--- src/design/regReadPkg.sv ---
package regReadPkg;

  // operand and register file sizing
  localparam int unsigned DATA_W = 32;
  localparam int unsigned PHYS_REGS = 64;
  localparam int unsigned PHYS_LOG = 6;

  // physical 0 to ARCH_REGS-1 hold committed state after reset or exception
  localparam int unsigned ARCH_REGS = 32;

  // branch checkpoints tracked by the issue mask
  localparam int unsigned CHECKPOINTS = 4;
  localparam int unsigned CKPT_LOG = 2;

  // opaque issue fields carried alongside the operands
  localparam int unsigned PAYLOAD_W = 16;

  typedef logic [PHYS_LOG-1:0] physTag_t;

  typedef logic [DATA_W-1:0] regData_t;

  // one bit per checkpoint the instruction depends on
  typedef logic [CHECKPOINTS-1:0] brMask_t;

  typedef logic [CKPT_LOG-1:0] ckptId_t;

  typedef logic [PAYLOAD_W-1:0] payload_t;

endpackage

--- src/design/operandBypass.sv ---
module operandBypass
  import regReadPkg::*;
#(
  parameter int NUM_LANES = 2
) (
  // source tags of the instructions being read
  input  physTag_t srcATag_i [NUM_LANES],
  input  physTag_t srcBTag_i [NUM_LANES],

  // register file read data for those tags
  input  regData_t rfAData_i [NUM_LANES],
  input  regData_t rfBData_i [NUM_LANES],

  // results broadcast on the writeback ports this cycle
  input  logic     wbValid_i [NUM_LANES],
  input  physTag_t wbTag_i   [NUM_LANES],
  input  regData_t wbData_i  [NUM_LANES],

  output regData_t opAData_o [NUM_LANES],
  output regData_t opBData_o [NUM_LANES]
);

  logic aHit [NUM_LANES][NUM_LANES];
  logic bHit [NUM_LANES][NUM_LANES];

  // match every source against every writeback port
  always_comb begin
    for (int l = 0; l < NUM_LANES; l++) begin
      for (int p = 0; p < NUM_LANES; p++) begin
        aHit[l][p] = wbValid_i[p] && (srcATag_i[l] == wbTag_i[p]);
        bHit[l][p] = wbValid_i[p] && (srcBTag_i[l] == wbTag_i[p]);
      end
    end
  end

  // walk the ports from the top down so port 0 has the final say
  always_comb begin
    for (int l = 0; l < NUM_LANES; l++) begin
      opAData_o[l] = rfAData_i[l];
      opBData_o[l] = rfBData_i[l];
      for (int p = NUM_LANES - 1; p >= 0; p--) begin
        if (aHit[l][p]) begin
          opAData_o[l] = wbData_i[p];
        end
        if (bHit[l][p]) begin
          opBData_o[l] = wbData_i[p];
        end
      end
    end
  end

endmodule

--- config.mk ---
export PLATFORM = sky130hd
export DESIGN_NAME = operandBypass
export DESIGN_NICKNAME = d
export VERILOG_FILES = /design/src/design/regReadPkg.sv /design/src/design/operandBypass.sv
export SDC_FILE = /design/constraint.sdc
export NUM_CORES = 1
export LEC_CHECK = 0
export BUFFER_PORTS_ARGS = -buffer_cell sky130_fd_sc_hd__buf_4
export CAP_MARGIN = 20
export CORE_AREA = 4 4 135 137
export DETAILED_ROUTE_END_ITERATION = 7
export DIE_AREA = 0 0 139 141
export PLACE_DENSITY = 0.67
export SLEW_MARGIN = 20
export SYNTH_ARGS = -nofsm -noshare
export SYNTH_HDL_FRONTEND = slang
export SYNTH_SLANG_ARGS = --single-unit
--- constraint.sdc ---
create_clock -name vclk -period 3.06
set_input_delay 0.765 -clock vclk [all_inputs]
set_output_delay 0.765 -clock vclk [all_outputs]
set_load 0.02 [all_outputs]
==> results of run 1 <==
==> routing by layer <==
metal  routed length [µm]  share of wire
met5                    0              0
met4                 1430          0.046
met3                 3590           0.12
met2                14000           0.45
met1                12100           0.39
==> power by group through the flow <==
stage	Combinational (mW)	Sequential, mW	Clock (mW)
floorplan	0.526	0	0
global placement	1.19	0	0
detailed placement	1.20	0	0
CTS	1.20	0	0
global route	1.36	0	0
finish	1.30	0	0
==> final timing paths <==
kind                       from             to  slack (ns)
setup / recovery     wbTag_i[0]  opAData_o[11]       -0.05
hold / removal    rfBData_i[28]  opBData_o[28]        1.91
==> repair_timing <==
action,CTS,global route
cloned,1,6
resized for setup,4,68
endpoints found under the setup margin,12,75
setup buffers,2,7
pin swaps,4,27
==> stage by stage <==
| stage | instances | hold slack (ns) | util |
|---|---|---|---|
| after floorplan | 720 | 1.74 | - |
| after CTS | 1259 | 1.91 | 0.417 |
| after global placement | 1256 | 1.90 | 0.415 |
| after global routing | 1272 | 1.92 | 0.444 |
| after detailed placement | 1256 | 1.91 | 0.415 |
| final | 1272 | 1.91 | 0.444 |
==> cells by family after synthesis <==
logic type / Yosys count / share of synthesized area
compound gates: 256 / 0.364
xor+xnor: 48 / 0.105
buf+inv: 133 / 0.149
simple gates: 283 / 0.382
==> cell usage in the layout (no fill, tap or decap), types with 2 or more instances in the layout <==
| cell | Yosys | routed |
|---|---|---|
| nor4_4 | 2 | 2 |
| nand4_1 | 6 | 6 |
| buf_12 | 0 | 15 |
| a31oi_2 | 0 | 2 |
| xnor2_1 | 42 | 38 |
| o21ai_2 | 2 | 36 |
| or2_1 | 3 | 3 |
| clkbuf_16 | 0 | 4 |
| or4_4 | 2 | 2 |
| xor2_4 | 0 | 3 |
| inv_1 | 33 | 32 |
| nor3_1 | 128 | 128 |
| nand3_2 | 1 | 5 |
| or3_1 | 32 | 31 |
| a31oi_1 | 127 | 124 |
| o21ai_1 | 58 | 29 |
| xor2_1 | 6 | 2 |
| nand3_1 | 103 | 99 |
| buf_6 | 6 | 7 |
| and3_1 | 3 | 3 |
| buf_4 | 1 | 399 |
| xnor2_2 | 0 | 4 |
| o21ai_0 | 67 | 62 |
==> final cells by class <==
class	instances	share of cell area
inverter	33	0.0168
tap	225	0.0371
multi-input combinational	587	0.485
timing repair buffer	427	0.461
==> flow_metrics.env, run 1 <==
export IMPL_fp_dieH_um=141
export IMPL_p_clk_frac=0
export IMPL_grt_usage=0.273
export IMPL_synth_area_leaders="a31oi_1 20%, nor3_1 16%, nand3_1 13%"
export IMPL_worstPathCellList="buf_6, xor2_2, or4_4, clkbuf_16, o21ai_1, a31oi_1, buf_4"
export IMPL_finalSetupViolations=18
export IMPL_slew_headroom=0.699
export IMPL_io_pins=358
export IMPL_ys_seq_area_frac=0
export IMPL_grt_busiest_layer="met2"
export IMPL_via_count=7685
export IMPL_vdd_ir_drop_max_uv=106
export IMPL_placementRows=48
export IMPL_synth_commonest_cells="128 x nor3_1, 127 x a31oi_1, 103 x nand3_1"
export IMPL_p_per_area_nw_per_um2=172
export IMPL_gp_congestion=1.00
export IMPL_routed_wl_um=31100
export IMPL_avgRoutedWirePerCell_um=24.4
export IMPL_setup_tns_ns=-0.192
export IMPL_rsz0062_at_grt="yes"
export IMPL_use_met2=0.434
export IMPL_drive_gt1_frac=0.464
export IMPL_crit_path_end_kind="output port"
export IMPL_nNetsFinal=1279
export IMPL_gr_usage_met1=0.364
export IMPL_startpoint_type="primary input"
export IMPL_crit_type="primary input to output port"
export IMPL_grt_util_met3=0.0668
export IMPL_syn_area_um2=4000
export IMPL_insertedDiodeCount=0
export IMPL_p_int_mw=0.563
export IMPL_fin_crit_sh=1.02
export IMPL_grt_pass1_vias=6984
export IMPL_numSequentialCells=0
export IMPL_place_area_um2=7070
export IMPL_p_leak_nw=2.98
export IMPL_cp_data_required_time_ns=2.29
export IMPL_dieWidth_um=139
export IMPL_start_util=0.234
export IMPL_cts_hold_buffers=0
export IMPL_hold_depth=4
export IMPL_grt_pass1_wl_um=42500
export IMPL_drv_cap=0
export IMPL_ys_warnings_count=0
export IMPL_synth_top_area_share=0.199
export IMPL_arrival_ns=2.35
export IMPL_netlist_instances=720
export IMPL_switchingPower_mw=0.740
export IMPL_dieArea_um2=19600
export IMPL_crit_family="simple AND/OR/NAND/NOR gates"
export IMPL_fin_area_um2=7580
export IMPL_p_comb_frac=1.000
export IMPL_seq_power_share=0
export IMPL_critical_path_max_stage_delay_ns=0.60
export IMPL_violations="setup timing"
export IMPL_antenna_found_initial=0
export IMPL_worst_slack_ns=-0.0516
export IMPL_fin_crit_ns=3.11
export IMPL_multi_input_area_um2=3680
export IMPL_grt_start_max_net_pins=45
export IMPL_cp_num_buf_inv=3
export IMPL_hold_path_class="primary input to output port"
export IMPL_drtIter0Drc=988
export IMPL_regArea_um2=0
export IMPL_drc=0
export IMPL_place_ws_ns=-0.0860
export IMPL_synth_cell_types=26
export IMPL_io_buffers=358
export IMPL_switching_share=0.568
export IMPL_syn_to_final_growth_pct=89.7
export IMPL_firstDrtPassIters=6
export IMPL_crit_cells=7
export IMPL_status="finished with violations"
export IMPL_crit_path_max_fanout=10
export IMPL_n_fill_cell=1796
export IMPL_syn_nets=950
export IMPL_n_clock_buffer=0
export IMPL_slew_violations=0
export IMPL_synth_top_area_cell="a31oi_1"
export IMPL_synth_avg_cell_area_um2=5.55
export IMPL_viasPerCell=6.04
export IMPL_cp_slowest_cell="or4_4"
export IMPL_overflow=0
export IMPL_dp_hpwl_um=22800
export IMPL_worst_pin_slew_ns=0.452
export IMPL_hold_viol=0
export IMPL_fmax_mhz=321
export IMPL_power_mw=1.30
export IMPL_drtAntennaViolNets=0
export IMPL_yosysMostFrequentCell="nor3_1"
export IMPL_core_area_um2=17100
Power figures use the tool's default switching activity.
==> inputs of run 2 (changes only) <==
--- a/config.mk
+++ b/config.mk
@@ -5,12 +5,13 @@
 export SDC_FILE = /design/constraint.sdc
 export NUM_CORES = 1
 export LEC_CHECK = 0
+export ABC_AREA = 1
 export BUFFER_PORTS_ARGS = -buffer_cell sky130_fd_sc_hd__buf_4
 export CAP_MARGIN = 20
-export CORE_AREA = 4 4 135 137
+export CORE_AREA = 4 4 139 141
 export DETAILED_ROUTE_END_ITERATION = 7
-export DIE_AREA = 0 0 139 141
-export PLACE_DENSITY = 0.67
+export DIE_AREA = 0 0 143 145
+export PLACE_DENSITY = 0.68
 export SLEW_MARGIN = 20
 export SYNTH_ARGS = -nofsm -noshare
 export SYNTH_HDL_FRONTEND = slang
==> flow_metrics.env, run 2 <==
export IMPL_status="finished, final reports clean"
export IMPL_drv_cap=0
export IMPL_synth_commonest_cells="470 x nand2_1, 262 x nand3_1, 185 x inv_1"
export IMPL_final_cells=1607
export IMPL_antenna_found_initial=0
export IMPL_insertedDiodeCount=0
export IMPL_numSequentialCells=0
export IMPL_hold_path_class="primary input to output port"
export IMPL_viasPerCell=4.86
export IMPL_drc=0
export IMPL_dp_hpwl_um=22600
export IMPL_postCtsSetupBuffers=0
export IMPL_power_mw=1.11
export IMPL_arrival_ns=2.16
export IMPL_fin_crit_ns=2.93
export IMPL_placementRows=49
export IMPL_avgRoutedWirePerCell_um=17.6
export IMPL_critical_path_max_stage_delay_ns=0.30
export IMPL_whs_ns=1.87
export IMPL_drive_gt1_frac=0.311
export IMPL_p_leak_nw=4.91
export IMPL_netlist_instances=1048
export IMPL_p_per_area_nw_per_um2=148
export IMPL_crit_cells=9
export IMPL_place_ws_ns=0.0886
export IMPL_ys_warnings_count=0
export IMPL_start_util=0.264
export IMPL_drtIter0Drc=529
export IMPL_io_buffers=358
export IMPL_setup_tns_ns=0
export IMPL_synth_area_leaders="nand2_1 37%, nand3_1 28%, inv_1 15%"
export IMPL_overflow=0
export IMPL_core_area_um2=18000
export IMPL_fmax_mhz=342
export IMPL_grt_pass1_vias=7520
export IMPL_dp_cells=1607
export IMPL_startpoint_type="primary input"
export IMPL_dieArea_um2=20700
export IMPL_syn_to_final_growth_pct=58.7
export IMPL_place_area_um2=7500
export IMPL_crit_family="simple AND/OR/NAND/NOR gates"
export IMPL_dieWidth_um=143
export IMPL_synth_cell_types=27
export IMPL_gp_congestion=0.962
export IMPL_worst_pin_slew_ns=0.438
export IMPL_synth_top_area_cell="nand2_1"
export IMPL_most_common_layout_cells="470 x nand2_1, 386 x buf_4, 262 x nand3_1"
export IMPL_routed_wl_um=28200
export IMPL_crit_path_max_fanout=18
export IMPL_cpMostUsedCell="buf_4"
export IMPL_yosysMostFrequentCell="nand2_1"
export IMPL_finalSetupViolations=0
export IMPL_fin_crit_sh=0.957
export IMPL_firstDrtPassIters=7
export IMPL_syn_area_um2=4730
export IMPL_n_clock_buffer=0
export IMPL_slew_violations=0
export IMPL_cp_data_required_time_ns=2.29
export IMPL_grt_usage=0.255
export IMPL_rsz0062_at_grt="no"
export IMPL_fin_area_um2=7510
export IMPL_grt_pass1_wl_um=42500
export IMPL_worstPathCellList="buf_4, xnor2_1, nand2_1, nor2_4, buf_4, nand3_1, nand3_1, nand2_1, buf_4"
export IMPL_cp_num_buf_inv=3
export IMPL_regArea_um2=0
export IMPL_vdd_ir_drop_max_uv=76.4
export IMPL_worst_slack_ns=0.132
export IMPL_slew_headroom=0.708
export IMPL_fp_dieH_um=145
export IMPL_cp_slowest_cell="buf_4"
export IMPL_hold_depth=4
export IMPL_nNetsFinal=1610
export IMPL_via_count=7804
export IMPL_io_pins=358
export IMPL_cts_hold_buffers=0
export IMPL_hold_viol=0
export IMPL_grt_start_max_net_pins=33
export IMPL_synth_top_area_share=0.373
export IMPL_synth_avg_cell_area_um2=4.52
export IMPL_ys_seq_area_frac=0
export IMPL_final_core_util=0.418
export IMPL_drtAntennaViolNets=0
export IMPL_crit_path_end_kind="output port"
export IMPL_layout_commonest_cell="nand2_1"
export IMPL_crit_type="primary input to output port"
export IMPL_syn_nets=1278
run 2: changes by cell type after synthesis, moves of 12 or more:
cell,previous run,this run
buf_2,36,16
clkbuf_1,55,2
o21ai_1,58,2
xnor2_1,42,1
a31oi_1,127,0
nor3_1,128,1
nand2_1,0,470
buf_6,6,18
buf_4,1,19
o21ai_0,67,1
inv_2,0,17
inv_1,33,185
or3_1,32,0
nand3_1,103,262
run 2: layout make-up:
class              instances  area, µm²
multi-input cells        784       3480
well taps                229        287
inverters                204        766
repair buffers           390       2980
fillers                 2090      10400
run 2: repair_timing:
action                                  in CTS  in global routing
endpoints found under the setup margin       0                  3
gates resized for setup                      0                  2
hold endpoints to repair                     0                  0
run 2: worst min-delay path: cells and delay by family:
family / cells / cell delay, ns
buffers and inverters: 2 / 0.23
AND/OR/NAND/NOR: 2 / 0.10
run 2: kinds of logic after synthesis:
| family | synth area share |
|---|---|
| xor gates and xnor gates | 0.00555 |
| buffers and inverters | 0.268 |
| AOI/OAI and AO/OA | 0.0190 |
| and+or+nand+nor | 0.708 |
run 2: power by group:
part	switching, mW	leakage, nW	total (mW)	internal (mW)
logic	0.633	4.91	1.11	0.482
clock network	0	0	0	0
registers	0	0	0	0
total	0.633	4.91	1.11	0.482
run 2: path summary, 6_finish.rpt:
path	from	slack [ns]	end
max	wbTag_i[2]	0.13	opAData_o[26]
min	wbData_i[34]	1.87	opAData_o[2]
run 2: metal layers:
metal | up-vias | wire (µm) | GRT usage
li1 | 3854 | - | -
met3 | 47 | 2800 | 0.0461
met5 | - | 0 | 0
met4 | 0 | 717 | 0.0551
met2 | 396 | 13800 | 0.457
met1 | 3507 | 11000 | 0.316
